[src/hw/l1_cfg.svh]
// L1 cache geometry macros: address, word, tag, index, offset and line sizes
`ifndef L1_CFG_SVH
`define L1_CFG_SVH

// Address split is tag | index | byte offset
`define L1_ADDR_W   32
`define L1_WORD_W   32

`define L1_TAG_W    20              // Upper address bits
`define L1_INDEX_W  8               // Selects one of the lines
`define L1_OFFSET_W 4               // Byte within a line

// Four words per line
`define L1_LINE_W   128
`define L1_LINES    256

`endif

[src/hw/cache_pkg.sv]
// Cache datapath types: address fields, word, line and controller states
`include "l1_cfg.svh"

package cache_pkg;

    typedef logic [`L1_ADDR_W-1:0]  addr_t;     // Byte address from core or bus
    typedef logic [`L1_TAG_W-1:0]   tag_t;
    typedef logic [`L1_INDEX_W-1:0] index_t;
    typedef logic [`L1_WORD_W-1:0]  word_t;
    typedef logic [`L1_LINE_W-1:0]  line_t;     // Word 0 in the low bits

    // Controller FSM states
    typedef enum logic [2:0] {
        IDLE,                                   // Arbitrate snoop, flush, core
        LOOKUP,                                 // Tag compare on port A
        FILL_WAIT,                              // Waiting for the CCU
        UPDATE,                                 // Core done cycle
        FLUSH_WALK,                             // One index per cycle
        SNOOP                                   // Snoop ack cycle
    } ctrl_state_t;

endpackage

[src/hw/coherence_pkg.sv]
// Coherence types: MESI line state, snoop kind and fill request kind
`include "l1_cfg.svh"

package coherence_pkg;

    // Encoding shared with the CCU
    typedef enum logic [1:0] {
        M = 2'b00,                              // Modified
        E = 2'b01,                              // Exclusive
        S = 2'b10,                              // Shared
        I = 2'b11                               // Invalid
    } mesi_t;

    // What another cache is doing to a line we may hold
    typedef enum logic {
        SNOOP_READ  = 1'b0,                     // Remote read, drop to S
        SNOOP_INVAL = 1'b1                      // Remote write, drop to I
    } snoop_kind_t;

    // Request kind towards the CCU
    typedef enum logic {
        FILL_READ    = 1'b0,                    // Full line plus state
        FILL_UPGRADE = 1'b1                     // Ownership only, S to M
    } fill_kind_t;

endpackage

[src/hw/snoop_unit.sv]
// Snoop unit: tag check, word select and MESI downgrade for bus snoops
`timescale 1ns/1ns
`include "l1_cfg.svh"

module snoop_unit (
    input  logic                        clk,
    input  logic                        rst,
    input  logic                        snoop_grant,
    input  cache_pkg::addr_t            snoop_addr,
    input  coherence_pkg::snoop_kind_t  snoop_kind,
    output cache_pkg::index_t           b_index,
    input  cache_pkg::tag_t             b_tag,
    input  coherence_pkg::mesi_t        b_state,
    input  cache_pkg::line_t            b_line,
    output logic                        b_state_we,
    output coherence_pkg::mesi_t        b_wstate,
    output logic                        snoop_ack,
    output logic                        snoop_hit,
    output cache_pkg::word_t            snoop_data
);

    cache_pkg::tag_t  snoop_tag;
    logic [1:0]       word_sel;
    logic             tag_hit;
    cache_pkg::word_t sel_word;

    assign snoop_tag = snoop_addr[`L1_ADDR_W-1 -: `L1_TAG_W];
    assign b_index   = snoop_addr[`L1_OFFSET_W +: `L1_INDEX_W];
    assign word_sel  = snoop_addr[`L1_OFFSET_W-1:2];          // Word within the line

    assign tag_hit  = (b_tag == snoop_tag) && (b_state != coherence_pkg::I);
    assign sel_word = b_line[word_sel*`L1_WORD_W +: `L1_WORD_W];

    // New state lands on the same edge that raises snoop_ack
    assign b_state_we = snoop_grant && tag_hit;

    always_comb begin
        if (snoop_kind == coherence_pkg::SNOOP_INVAL) begin
            b_wstate = coherence_pkg::I;
        end else begin
            b_wstate = coherence_pkg::S;
        end
    end

    always_ff @(posedge clk or posedge rst) begin
        if (rst) begin
            snoop_ack <= 1'b0;
            snoop_hit <= 1'b0;
        end else begin
            snoop_ack <= snoop_grant;                         // One cycle after grant
            snoop_hit <= snoop_grant && tag_hit;
        end
    end

    // Data held until the next grant
    always_ff @(posedge clk) begin
        if (snoop_grant) begin
            snoop_data <= tag_hit ? sel_word : '0;
        end
    end

    // One ack per snoop needs a single-cycle grant
    a_grant_pulse: assert property (
        @(posedge clk) disable iff (rst)
        snoop_grant |=> !snoop_grant
    ) else $error("snoop_unit: snoop_grant held for more than one cycle");

endmodule

[config.mk]
export PLATFORM = sky130hd
export DESIGN_NAME = snoop_unit
export DESIGN_NICKNAME = d
export VERILOG_FILES = /design/src/hw/cache_pkg.sv /design/src/hw/coherence_pkg.sv /design/src/hw/snoop_unit.sv
export VERILOG_INCLUDE_DIRS = /design/src /design/src/hw
export SDC_FILE = /design/constraint.sdc
export NUM_CORES = 1
export LEC_CHECK = 0
export ABC_AREA = 1
export BUFFER_PORTS_ARGS = -buffer_cell sky130_fd_sc_hd__buf_4
export CORE_ASPECT_RATIO = 0.5
export CORE_MARGIN = 1.5
export CORE_UTILIZATION = 43
export CTS_BUF_LIST = sky130_fd_sc_hd__clkbuf_4 sky130_fd_sc_hd__clkbuf_8 sky130_fd_sc_hd__clkbuf_16
export DETAILED_ROUTE_END_ITERATION = 10
export PLACE_DENSITY = 0.95
export REMOVE_ABC_BUFFERS = 1
export SETUP_SLACK_MARGIN = 0.05
export SYNTH_ARGS = -nofsm -noshare
export SYNTH_HDL_FRONTEND = slang
export SYNTH_SLANG_ARGS = --single-unit
[constraint.sdc]
create_clock -name clk -period 2.65 [get_ports clk]
set_input_delay 0.3975 -clock clk [delete_from_list [all_inputs] [get_ports clk]]
set_output_delay 0.3975 -clock clk [all_outputs]
set_load 0.005 [all_outputs]
# Word-level counts from Yosys, hierarchy flattened
# Index checks and enable logic that the tools add are counted.
# totals
register_bits	34
in_bits	186
word_cells	9
# op_classes
eq_ne	2
shifts	1
n_mux	1
n_reduce_logical	2
# ops
op	n
variable part select 128 x 8 -> 32 bit	1
equality test 20 bit	1
logical AND 1 bit	2
inequality test 2 bit, second input constant	1
2-to-1 mux 1 bit	1

# Longest topological paths before layout
# depth
word_depth	3
ltp_mapped	9
depth_no_buf	8

# Worst setup path after synthesis
# No wires, ideal clock.
# synth_path
path_kind	input port to output port
from	input port snoop_addr[22]
to	output port b_state_we
arrival_time_ps	1162
t_required_ps	2253
setup_slack_ps	1091
cell_stages	8
n_path_buf	1
path_cell_list	nor2_1 nor2_1 nor2_1 nand2_1 nor2_2 nand3_4 buf_6 nor2_2
# synth_between
elab_chain_len	3
# synth_rtl
item	line_no	source
from (decl)	snoop_unit.sv:9	input cache_pkg::addr_t snoop_addr,
equality test 20 bit	snoop_unit.sv:31	assign tag_hit = (b_tag == snoop_tag) && (b_state != coherence_pkg::I);
logical AND 1 bit	snoop_unit.sv:31	
logical AND 1 bit	snoop_unit.sv:35	assign b_state_we = snoop_grant && tag_hit;
to (decl)	snoop_unit.sv:15	output logic b_state_we,
# No other way between the ends.

# Worst setup path after layout
# layout_path
from	input port snoop_addr[15]
to	output port b_state_we
# The elaborated chain is that of the path after synthesis.

==> flow_summary.yaml <==
layout:
  nets: 805
  multi_input_area_um2: 1355
  n_fill_cell: 523
  antennaDiodeCount: 0
  final-seq-area_um2: 1011
  area_growth_pct: 59.04
  drive_above_1_share_pct: 41.13
global_routing:
  grtUsageMet2_pct: 46.55
  grt_pass1_vias: 3124
  top_usage_layer: "met2"
  grt_pass1_wl_um: 14290
  grtUsageMet3_pct: 10.88
  antenna_found_initial: 0
  grt_use_met1_pct: 27.37
  grt_max_degree: 65
  gr-usage-all-layers_pct: 25.65
  grt_overflow: 0
placement:
  port_buffers: 209
  gp_congestion: 0.8012
  dp_hpwl_um: 7088
  place_ws_ps: 729.7
synth:
  yosys_warnings: 0
  synth.ff_latch_count: 34
  syn_inst: 432
  ys_types: 18
  syn_area_um2: 2823
  yosys.area.top_type_share_pct: 34.04
  synth_area_leaders: "edfxtp_1, nor2_1, o21ai_0"
  syn_area_per_cell_um2: 6.534
  synth_top_area_cell: "edfxtp_1"
  ys_seq_area_share_pct: 35.82
detailed_routing:
  vias_per_cell: 4.722
  antenna_left: 0
  drt_pass1_iterations: 4
  first_iter_violations: 190
  drc_errors: 0
  drt_wl_total_um: 9229
  vias: 3343
  routedWlPerCell_um: 13.04
timing:
  maxSlewViolCount: 0
  max_freq_mhz: 518.7
  hold_viol_final: 0
  worst_slack_ps: 722.1
  fin_setup_tns_ps: 0
  tightest_slew_ps: 601.1
  slew_headroom_pct: 59.93
  finalSetupViolCount: 0
  rsz0062_at_grt: "false"
  fin_crit_ps: 1928
  fin_crit_sh_pct: 72.75
worst_setup_path:
  critPathRequiredTime_ps: 2250
  critPathArrivalTime_ps: 1530
  cp_max_fo: 16
  crit_buf_inv: 2
  crit_chain: "buf_4 > xnor2_1 > nand3_1 > nor2_2 > nand3_4 > nor2_2 > buf_4"
  crit_path_max_incr_delay_ps: 270
  critPathLaunchType: "input pin"
  worst_path_max_delay_cell: "nand3_4"
  path_delay_family: "simple AND/OR/NAND/NOR gates"
  path_class: "in -> out"
  end_kind: "output pin"
die:
  fp.dieW_um: 117.6
  num_io_pins: 231
  num_rows: 20
  dieArea_um2: 7089
  die_h_um: 60.29
  initial_utilization_pct: 45.48
  core_um2: 6206
clock_network:
  cts_tree: "yes"
  clkTransAtPathRegs_ps: 50
  cts_sinks: 34
  cts_root_buf: "clkbuf_16"
  cts_buffers: 5
  h-tree-depth: 2
  clk_path_buf_depth: 2
  cts_resized: 0
worst_hold_path:
  hp-class: "in -> reg"
power_and_ir_drop:
  ir_drop_uv: 265.7
  p_clk_share_pct: 35.1
  switching_share_pct: 24.71
  internal_power_uw: 1259
  p_leak_uw: 0.002320
  p_seq_share_pct: 37.0
  power.switching_uw: 413.3
  p_comb_share_pct: 27.9
  power_density_nw_per_um2: 372.5
outcome:
  status: "complete, no violations"
run:
  drv_cap: 0
==> sequential cells by signal, summed over array words and instances, names as in the netlist <==
register / flops
snoop_hit: 1
snoop_ack: 1
snoop_data: 32
==> area by class of cell <==
cell class / instances / share of cell area [%]
sequential: 34 / 22.52
tap: 88 / 2.453
inverter: 66 / 5.518
multi-input combinational: 299 / 30.18
clock inverter: 1 / 0.1115
clock buffer: 7 / 3.261
timing repair buffer: 213 / 35.95
==> final timing paths <==
kind | start | endpoint | slack [ps] | cells past startpoint
min | snoop_grant | snoop_ack$_DFF_PP0_ | 490 | 1
max in group asynchronous | rst | snoop_hit$_DFF_PP0_ | 2010 | 3
min in group asynchronous | rst | snoop_ack$_DFF_PP0_ | 530 | 3
max | snoop_addr[15] | b_state_we | 720 | 7
==> placed cells by master, fill, tap and decap left out, drive strengths merged <==
cell type / netlist / routed
o21ai: 96 / 96
dfrtp: 2 / 2
dlygate4sd3: 0 / 1
edfxtp: 32 / 32
conb: 1 / 1
nand3: 2 / 2
nand2: 52 / 52
inv: 66 / 66
clkbuf: 12 / 7
clkinv: 0 / 1
nor2: 145 / 145
xnor2: 3 / 3
buf: 21 / 212
==> power groups by stage <==
| stage | clock [uW] | combinational [uW] | sequential (uW) |
|---|---|---|---|
| floorplan | 0 | 152 | 634 |
| CTS | 590 | 467 | 619 |
| detailed placement | 0 | 464 | 630 |
| finish | 587 | 466 | 619 |
| global placement | 0 | 449 | 629 |
| global route | 617 | 520 | 622 |
==> what timing repair did <==
item,in CTS,in global routing
hold buffers,1,0
setup buffers,0,0
hold endpoints to repair,2,0
==> cells in the mapped netlist (all sizes together) <==
cell	number
nor2	145
o21ai	96
inv	66
nand2	52
edfxtp	32
buf	21
clkbuf	12
xnor2	3
dfrtp	2
nand3	2
conb	1
==> layer usage <==
metal	up-vias	wire [um]
met5	-	0
met4	0	294
met3	32	912
met2	125	4686
met1	1483	3335
li1	1703	-
==> stage by stage <==
step	utilization, %	cell area [um^2]	instances	hold WS (ps)	power [uW]
after floorplan	-	2614	399	138.7	786.1
after global placement	69.74	4328	699	255.8	1077
after detailed placement	69.74	4328	699	258.6	1094
after CTS	72.34	4489	708	489.4	1677
after global routing	72.34	4489	708	502.0	1759
final	72.34	4489	708	485.2	1672
==> cell families (layout without fill, tap and decap cells) <==
family,after synthesis,count (layout),share of synthesized area (%)
xor gates and xnor gates,3,3,0.9310
AOI/OAI and AO/OA,96,96,17.02
other,1,1,0.1329
and+or+nand+nor,199,199,29.92
DFF,34,34,35.82
buffers and inverters,99,287,16.18
Note: power is estimated with default switching activity, not from simulation.
