**src/hw/l1_cfg.svh**
```systemverilog
// L1 cache geometry macros: address, word, tag, index, offset and line sizes
`ifndef L1_CFG_SVH
`define L1_CFG_SVH

// Address split is tag | index | byte offset
`define L1_ADDR_W   32
`define L1_WORD_W   32

`define L1_TAG_W    20              // Upper address bits
`define L1_INDEX_W  8               // Selects one of the lines
`define L1_OFFSET_W 4               // Byte within a line

// Four words per line
`define L1_LINE_W   128
`define L1_LINES    256

`endif

```
**src/hw/cache_pkg.sv**
```systemverilog
// Cache datapath types: address fields, word, line and controller states
`include "l1_cfg.svh"

package cache_pkg;

    typedef logic [`L1_ADDR_W-1:0]  addr_t;     // Byte address from core or bus
    typedef logic [`L1_TAG_W-1:0]   tag_t;
    typedef logic [`L1_INDEX_W-1:0] index_t;
    typedef logic [`L1_WORD_W-1:0]  word_t;
    typedef logic [`L1_LINE_W-1:0]  line_t;     // Word 0 in the low bits

    // Controller FSM states
    typedef enum logic [2:0] {
        IDLE,                                   // Arbitrate snoop, flush, core
        LOOKUP,                                 // Tag compare on port A
        FILL_WAIT,                              // Waiting for the CCU
        UPDATE,                                 // Core done cycle
        FLUSH_WALK,                             // One index per cycle
        SNOOP                                   // Snoop ack cycle
    } ctrl_state_t;

endpackage

```
**src/hw/coherence_pkg.sv**
```systemverilog
// Coherence types: MESI line state, snoop kind and fill request kind
`include "l1_cfg.svh"

package coherence_pkg;

    // Encoding shared with the CCU
    typedef enum logic [1:0] {
        M = 2'b00,                              // Modified
        E = 2'b01,                              // Exclusive
        S = 2'b10,                              // Shared
        I = 2'b11                               // Invalid
    } mesi_t;

    // What another cache is doing to a line we may hold
    typedef enum logic {
        SNOOP_READ  = 1'b0,                     // Remote read, drop to S
        SNOOP_INVAL = 1'b1                      // Remote write, drop to I
    } snoop_kind_t;

    // Request kind towards the CCU
    typedef enum logic {
        FILL_READ    = 1'b0,                    // Full line plus state
        FILL_UPGRADE = 1'b1                     // Ownership only, S to M
    } fill_kind_t;

endpackage

```
**src/hw/cache_ctrl.sv**
```systemverilog
// Cache controller FSM: core lookup, CCU fills and upgrades, flush walk, snoop arbitration
`timescale 1ns/1ns
`include "l1_cfg.svh"

module cache_ctrl (
    input  logic                       clk,
    input  logic                       rst,
    // Core
    input  logic                       core_req,
    input  logic                       core_we,
    input  cache_pkg::addr_t           core_addr,
    input  cache_pkg::word_t           core_wdata,
    output logic                       core_done,
    output logic                       core_hit,
    output cache_pkg::word_t           core_rdata,
    // CCU
    output logic                       fill_req,
    output cache_pkg::addr_t           fill_addr,
    output coherence_pkg::fill_kind_t  fill_kind,
    input  logic                       fill_ready,
    input  cache_pkg::line_t           fill_data,
    input  coherence_pkg::mesi_t       fill_state,
    // Flush and snoop
    input  logic                       flush_req,
    output logic                       flush_done,
    input  logic                       snoop_req,
    output logic                       snoop_grant,
    // Line store port A
    output cache_pkg::index_t          a_index,
    input  cache_pkg::tag_t            a_tag,
    input  coherence_pkg::mesi_t       a_state,
    input  cache_pkg::line_t           a_line,
    output logic                       a_we,
    output cache_pkg::tag_t            a_wtag,
    output coherence_pkg::mesi_t       a_wstate,
    output cache_pkg::line_t           a_wline
);

    cache_pkg::ctrl_state_t     state;
    cache_pkg::ctrl_state_t     next_state;
    cache_pkg::index_t          flush_idx;
    cache_pkg::tag_t            core_tag;
    cache_pkg::index_t          core_index;
    logic [1:0]                 word_sel;
    logic                       lookup_hit;
    logic                       hit_q;
    logic                       last_index;
    coherence_pkg::fill_kind_t  fill_kind_q;

    // Replace one word of a line with the core write data
    function automatic cache_pkg::line_t merge_word(input cache_pkg::line_t line,
                                                    input logic [1:0] sel,
                                                    input cache_pkg::word_t wdata);
        cache_pkg::line_t res;
        res = line;
        res[sel*`L1_WORD_W +: `L1_WORD_W] = wdata;
        return res;
    endfunction

    assign core_tag   = core_addr[`L1_ADDR_W-1 -: `L1_TAG_W];
    assign core_index = core_addr[`L1_OFFSET_W +: `L1_INDEX_W];
    assign word_sel   = core_addr[`L1_OFFSET_W-1:2];

    assign a_index    = (state == cache_pkg::FLUSH_WALK) ? flush_idx : core_index;
    assign lookup_hit = (a_tag == core_tag) && (a_state != coherence_pkg::I);
    assign last_index = (flush_idx == cache_pkg::index_t'(`L1_LINES - 1));

    // Core and CCU handshakes
    assign core_done  = (state == cache_pkg::UPDATE);
    assign core_hit   = core_done && hit_q;
    assign core_rdata = a_line[word_sel*`L1_WORD_W +: `L1_WORD_W];   // Line already updated
    assign fill_req   = (state == cache_pkg::FILL_WAIT);
    assign fill_kind  = fill_kind_q;
    assign fill_addr  = {core_tag, core_index, {`L1_OFFSET_W{1'b0}}};

    // Write hit in M/E in LOOKUP, fill on fill_ready, invalidate in flush
    assign a_we = (state == cache_pkg::LOOKUP && lookup_hit && core_we
                   && a_state != coherence_pkg::S)
               || (state == cache_pkg::FILL_WAIT && fill_ready)
               || (state == cache_pkg::FLUSH_WALK);

    always_comb begin
        next_state  = state;
        snoop_grant = 1'b0;
        case (state)
            cache_pkg::IDLE: begin
                if (snoop_req) begin
                    snoop_grant = 1'b1;
                    next_state  = cache_pkg::SNOOP;
                end else if (flush_req && !flush_done) begin     // Not the done cycle
                    next_state = cache_pkg::FLUSH_WALK;
                end else if (core_req) begin
                    next_state = cache_pkg::LOOKUP;
                end
            end
            cache_pkg::LOOKUP: begin
                if (lookup_hit && (!core_we || a_state != coherence_pkg::S)) begin
                    next_state = cache_pkg::UPDATE;
                end else begin
                    next_state = cache_pkg::FILL_WAIT;          // Miss or upgrade
                end
            end
            cache_pkg::FILL_WAIT: begin
                if (fill_ready) begin
                    next_state = cache_pkg::UPDATE;
                end
            end
            cache_pkg::FLUSH_WALK: begin
                if (last_index) begin
                    next_state = cache_pkg::IDLE;
                end
            end
            cache_pkg::UPDATE,
            cache_pkg::SNOOP: next_state = cache_pkg::IDLE;
            default:          next_state = cache_pkg::IDLE;
        endcase
    end

    // Write data for port A
    always_comb begin
        a_wtag   = core_tag;
        a_wstate = coherence_pkg::M;
        a_wline  = merge_word(a_line, word_sel, core_wdata);
        case (state)
            cache_pkg::FLUSH_WALK: begin
                a_wtag   = a_tag;
                a_wstate = coherence_pkg::I;
                a_wline  = a_line;
            end
            cache_pkg::FILL_WAIT: begin
                if (fill_kind_q == coherence_pkg::FILL_READ) begin
                    if (core_we) begin
                        a_wline = merge_word(fill_data, word_sel, core_wdata);
                    end else begin
                        a_wline  = fill_data;
                        a_wstate = fill_state;                  // State granted by the CCU
                    end
                end
            end
            default: ;
        endcase
    end

    always_ff @(posedge clk or posedge rst) begin
        if (rst) begin
            state       <= cache_pkg::IDLE;
            flush_idx   <= '0;
            hit_q       <= 1'b0;
            fill_kind_q <= coherence_pkg::FILL_READ;
            flush_done  <= 1'b0;
        end else begin
            state      <= next_state;
            flush_done <= (state == cache_pkg::FLUSH_WALK) && last_index;
            if (state == cache_pkg::FLUSH_WALK) begin
                flush_idx <= flush_idx + 1'b1;                  // Wraps to 0 after the walk
            end
            if (state == cache_pkg::LOOKUP) begin
                hit_q <= lookup_hit;
                if (lookup_hit && core_we) begin
                    fill_kind_q <= coherence_pkg::FILL_UPGRADE;
                end else begin
                    fill_kind_q <= coherence_pkg::FILL_READ;
                end
            end
        end
    end

    // Request, address and kind stay put until the CCU answers
    a_fill_held: assert property (
        @(posedge clk) disable iff (rst)
        fill_req && !fill_ready |=> fill_req && $stable(fill_addr) && $stable(fill_kind)
    ) else $error("cache_ctrl: fill request changed before fill_ready");

endmodule

```
**config.mk**
```make
export PLATFORM = sky130hd
export DESIGN_NAME = cache_ctrl
export DESIGN_NICKNAME = d
export VERILOG_FILES = /design/src/hw/cache_pkg.sv /design/src/hw/coherence_pkg.sv /design/src/hw/cache_ctrl.sv
export VERILOG_INCLUDE_DIRS = /design/src /design/src/hw
export SDC_FILE = /design/constraint.sdc
export NUM_CORES = 1
export LEC_CHECK = 0
export ABC_AREA = 1
export BUFFER_PORTS_ARGS = -buffer_cell sky130_fd_sc_hd__buf_4
export CAP_MARGIN = 20
export CORE_AREA = 2 2 228 230
export CTS_CLUSTER_SIZE = 12
export DETAILED_ROUTE_END_ITERATION = 6
export DIE_AREA = 0 0 230 232
export REMOVE_ABC_BUFFERS = 1
export SLEW_MARGIN = 20
export SYNTH_ARGS = -nofsm -noshare
export SYNTH_HDL_FRONTEND = slang
export SYNTH_SLANG_ARGS = --single-unit
export TNS_END_PERCENT = 30
```
**constraint.sdc**
```tcl
create_clock -name clk -period 2.1 [get_ports clk]
set_input_delay 0.21 -clock clk [delete_from_list [all_inputs] [get_ports clk]]
set_output_delay 0.21 -clock clk [all_outputs]
set_load 0.1 [all_outputs]
```
Word-level counts from Yosys, hierarchy flattened

Index checks and enable logic that the tools add are counted.

Output and inout bits: 229
Register bits after elaboration: 14

Shifts and indexed selects: 3
Reductions and logical operators: 17
Add/subtract/negate cells: 2
Mux-type cells: 20
Eq/ne operators: 11

Operators by type and width:

| kind                                                                       | count |
|---|---|
| 128-bit bitwise mux                                                        | 2 |
| 128-bit two-way mux                                                        | 2 |
| 128-bit one-hot mux with 2 select lines                                    | 1 |
| 32-bit by 34-bit variable shift with 128-bit output (first input constant) | 1 |
| 128-bit by 8-bit variable part select with 32-bit output                   | 1 |
| 32-bit by 34-bit variable part select with 128-bit output                  | 1 |
| 7-bit negation with 34-bit output                                          | 1 |
| 20-bit equality test                                                       | 1 |
| 20-bit two-way mux                                                         | 1 |
| 3-bit two-way mux                                                          | 5 |
| 3-bit one-hot mux with 4 select lines                                      | 1 |
| 1-bit logical AND                                                          | 10 |
| 8-bit by 1-bit adder with 8-bit output (second input constant)             | 1 |
| 8-bit equality test (second input constant)                                | 1 |
| 8-bit two-way mux                                                          | 1 |
| 3-bit by 2-bit equality test with 1-bit output (second input constant)     | 2 |
| 2-bit != test (second input constant)                                      | 3 |
| 1-bit two-way mux                                                          | 4 |
| 2-bit two-way mux                                                          | 2 |
| 4-bit != test (second input constant)                                      | 1 |
| 2-bit one-hot mux with 2 select lines                                      | 1 |
| 3-bit by 1-bit equality test with 1-bit output (second input constant)     | 1 |
| 3-bit equality test (second input constant)                                | 1 |
| 3-bit logical NOT                                                          | 1 |
| 4 further kinds                                                            | 7 |

Longest topological paths before layout

Depth in word-level cells: 7
Depth in mapped cells: 14
Gate-level depth less buffers: 10

Least setup slack after synthesis

Ideal clock, no wire load.

Kind: register -> output
From: register fill_kind_q (netlist: fill_kind)
To: output a_wstate[0]
Cell stages (with the launch flop): 5
Data required time: 1.890 ns
Arrival time: 3.651 ns
Path slack: -1.761 ns
Cells stage by stage: dfrtp_1 clkbuf_1 buf_2 buf_1 o31ai_1

Longest elaborated chain between the ends: 2

RTL lines:

| item                                  | RTL line          | text |
|---|---|---|
| start: declaration                    | cache_ctrl.sv:48  | `coherence_pkg::fill_kind_t fill_kind_q;` |
| start signal: assignment              | cache_ctrl.sv:149 | `fill_kind_q <= coherence_pkg::FILL_READ;` |
| start signal: assignment              | cache_ctrl.sv:160 | `fill_kind_q <= coherence_pkg::FILL_UPGRADE;` |
| start signal: assignment              | cache_ctrl.sv:162 | `fill_kind_q <= coherence_pkg::FILL_READ;` |
| 2-bit two-way mux                     | cache_ctrl.sv:131 | `if (fill_kind_q == coherence_pkg::FILL_READ) begin` |
| 2-bit one-hot mux with 2 select lines | cache_ctrl.sv:124 | `case (state)` |
| end: declaration                      | cache_ctrl.sv:35  | `output coherence_pkg::mesi_t a_wstate,` |

Every way passes these cells.

Final worst setup path

From: input core_addr[2]
To: output a_wline[34]

Longest elaborated chain between the ends: 6

RTL lines:

| item                                                                                                                             | RTL line          | text |
|---|---|---|
| start: declaration                                                                                                               | cache_ctrl.sv:11  | `input cache_pkg::addr_t core_addr,` |
| 7-bit negation with 34-bit output *                                                                                              | cache_ctrl.sv:56  | `` res[sel*`L1_WORD_W +: `L1_WORD_W] = wdata; `` |
| 32-bit by 34-bit variable part select with 128-bit output or 32-bit by 34-bit variable shift with 128-bit output (tied branches) | cache_ctrl.sv:56  |  |
| 128-bit bitwise mux                                                                                                              | cache_ctrl.sv:56  |  |
| 128-bit two-way mux                                                                                                              | cache_ctrl.sv:132 | `if (core_we) begin` |
| 128-bit two-way mux                                                                                                              | cache_ctrl.sv:131 |  |
| 128-bit one-hot mux with 2 select lines *                                                                                        | cache_ctrl.sv:124 |  |
| end: declaration                                                                                                                 | cache_ctrl.sv:36  | `output cache_pkg::line_t a_wline` |

Mark *: on every way between the ends. The rest lies on a longest branch, timed or not.

==> summary.md <==
| Metric | Value |
|---|---|
| Status | finished, violations left |
| Failing checks | DRC, setup timing |
| Die ar. | 53400 µm² |
| Fillers | 5616 |
| Fin worst setup slack | -0.107 ns |
| Via count | 15500 |
| Post-Place Cell Area | 14700 µm² |
| Share of cells above drive strength 1 | 39.0% |
| Post-DRT Antenna Nets | 0 |
| CP Launch Type | input pin |
| Hold buffer count at cts | 0 |
| Rows | 83 |
| Synthesized cell area | 8820 µm² |
| Clk buf depth | 2 |
| Final Skew | 0.000922 ns |
| RSZ-0062 raised after global routing | yes |
| Worst path slowest cell | ha_4 |
| Via/cell ratio | 5.04 |
| Synth Flop Type | dfrtp_1 |
| Total of max-cap violations | 0 |
| CTS buffer count | 3 |
| Fin. max-slew vios | 0 |
| Worst-Skew Late Latency | 0.24 ns |
| WL per Instance | 21.5 µm |
| Root buf cell | clkbuf_16 |
| Mean Syn Cell Area | slightly below 5 µm² |
| Largest fanout on the critical path | 6 |
| Cell chain of the critical path | buf_8 > inv_8 > ha_4 > inv_4 > buf_6 > nor2_4 > buf_12 > buf_12 > buf_12 > nand2_4 > nand2_2 > o21ai_2 > nand2_1 > nand3_1 > o211ai_1 > buf_6 |
| Leakage | 8.09 nW |
| Pre-CTS setup slack | -0.250 ns |
| EDFF count, synth | 0 |
| Final setup viols | 94 |
| Setup TNS Final | -4.35 ns |
| Critical Path Most Common Cell | buf_12 |
| Yosys top cell by area | nand2_1 |
| Count of cell types in the netlist | 24 |
| Clock-pin slew on the worst setup and hold paths | approximately 0.050 ns |
| Number of detailed-route iterations in the first pass | 7 |
| #FFs+latches synth | 14 |
| Asr flop ratio synth | 100% |
| Final non-filler cell total | just over 3000 |
| CTS tree | built |
| Placed Cells | between 3000 and 4000 |
| Critical Path RT | 1.89 ns |
| Worst-margin pin slew | 0.587 ns |
| Die Y | 232 µm |
| Relative slew slack | 60.8% |
| Pin count of the biggest net entering global routing | 73 |
| Post-synth top cells | nand2_1, o21ai_0, nand3_1 |
| Register area share after synthesis | under 10% |
| GPL Wtd Cong | roughly 0.93 |
| Pwr per Cell Area | ~310 nW/µm² |
| Clock period minus worst slack | roughly 2.2 ns |
| Yosys warns | 0 |
| Syn Inst Count | 1828 |
| Horiz. Die Dim | between 200 and 250 µm |
| Critical path type | input pin to output port |
| Final WL | between 60 and 70 mm |
| Final Hold Viols | 0 |
| HPWL after DPL | 45.9 mm |
| FMAX | between 400 and 500 MHz |
| Io pins | 580 |
| Initial DRC Count | 1312 |
| Max stage delay on crit path | 0.28 ns |
| Share of the cycle needed by the critical path after routing | 105% |
| PortBufs | 573 |
| Initial antenna violation count | 4 |
| Most frequent cell after synthesis | nand2_1 |
| Gr usage total | between 20% and 30% |
| Number of global-route vias before repair | 13900 |
| Synth top area cells | nand2_1, o21ai_0, o211ai_1 |
| First-pass GRT wire length | 88.4 mm |
| Starting Density | approximately 17% |
| Final Cell Area | 17100 µm² |
| Area of the core | 50900 µm² |
| DRC viols | 8 |
| Htree depth | 1 |
| Crit path DAT | 2.00 ns |
| Clock Sinks | 14 |
| Share of the synthesized area in the top cell type | 26.5% |
| Area growth syn-to-layout | 93.7% |
| Layout net count | about 2700 |
| Maximum vdd drop | 0.209 mV |
| CP Capture Type | output port |
| GRT overflow | 0 |
| Min-delay worst type | input pin to asynchronous set/reset pin |
## layer usage
layer  vias up  track usage, %  routed length, µm
li1       7381               -                  -
met1      7018            28.3              27500
met2       915            36.5              30900
met3       149            2.86               5220
met4         0            6.45               2390
met5         -               0                  0
## stage by stage
step | power, mW | hold WS, ns | utilization (%)
floorplan | 2.65 | 0.0992 | -
detailed placement | 4.49 | 0.289 | 28.9
finish | 5.35 | 0.0155 | 33.6
CTS | 5.08 | 0.0267 | 30.9
global placement | 4.49 | 0.282 | 28.9
global route | 5.58 | 0.0616 | 33.6
## final timing paths
kind	startpoint	cells after the start	endpoint	slack [ns]
max	core_addr[2]	16	a_wline[34]	-0.11
min	rst	2	flush_done	0.02
max reg2reg	state[1]	8	flush_idx[6]	0.24
min reg2reg	hit_q	2	hit_q	0.51
max in group asynchronous	rst	2	fill_kind	1.67
min in group clk	snoop_req	3	state[2]	0.28
## report_power, final
part / internal, mW / switching [mW] / total (mW)
logic: 1.44 / 3.24 / 4.68
registers: 0.270 / 0 / 0.270
clock network: 0.289 / 0.113 / 0.402
total: 2.00 / 3.35 / 5.35
## cells in the final DEF, fill, tap and decap left out, types with 2 or more instances in the layout
master	Yosys	layout
nand2_4	0	27
o21ai_2	0	54
nor3_1	4	4
xor2_1	7	7
buf_8	0	6
o21ai_1	0	63
o211ai_1	129	129
nand2_1	624	534
buf_4	32	519
dfrtp_1	14	11
inv_8	0	2
buf_6	0	147
nand2_2	0	61
o22ai_1	32	32
ha_4	0	4
inv_1	73	67
nand2_8	0	2
nor2_1	91	86
conb_1	1	4
buf_12	0	49
nor2_4	0	5
xnor2_1	2	2
dfrtp_2	0	2
clkbuf_16	0	17
inv_2	0	2
o31ai_1	2	2
nand3_2	0	6
buf_16	0	13
nand3_1	155	148
diode_2	0	3
o21ai_0	350	233
a21oi_2	0	3
nand4_1	3	3
bufbuf_16	0	3
a21oi_1	131	128
## sequential cells by signal, summed over array words and instances, names as in the netlist
register / count
flush_done: 1
state: 3
fill_kind: 1
hit_q: 1
flush_idx: 8
## layout make-up
| cell class | count | area, µm² | area share (%) |
|---|---|---|---|
| antenna | 3 | 7.51 | 0.0439 |
| clock buffer | 4 | 88.8 | 0.520 |
| inverter | 74 | 334 | 1.96 |
| multi-input combinational | 1543 | 8020 | 46.9 |
| sequential | 14 | 357 | 2.09 |
| tap | 680 | 851 | 4.98 |
| timing repair buffer | 751 | 7430 | 43.5 |
## cells by family after synthesis
logic type	share of synthesized area, %
other cells	0.0425
simple gates	39.9
fa+ha+maj	0.851
xor+xnor	0.894
flops	3.97
compound gates	40.8
buf+inv	13.6
## critical path: cells and delay by family
family,cells,cell delay (ns)
AOI/OAI and AO/OA,2,0.19
adders and majority gates,1,0.28
buffers and inverters,8,0.94
and+or+nand+nor,5,0.37
## timing repair
item,CTS,global route
gates resized for setup,192,323
cloned,8,15
buffers inserted,5,17
pin swaps,24,95
endpoints found under the setup margin,132,134
Note: power is estimated with default switching activity, not from simulation.
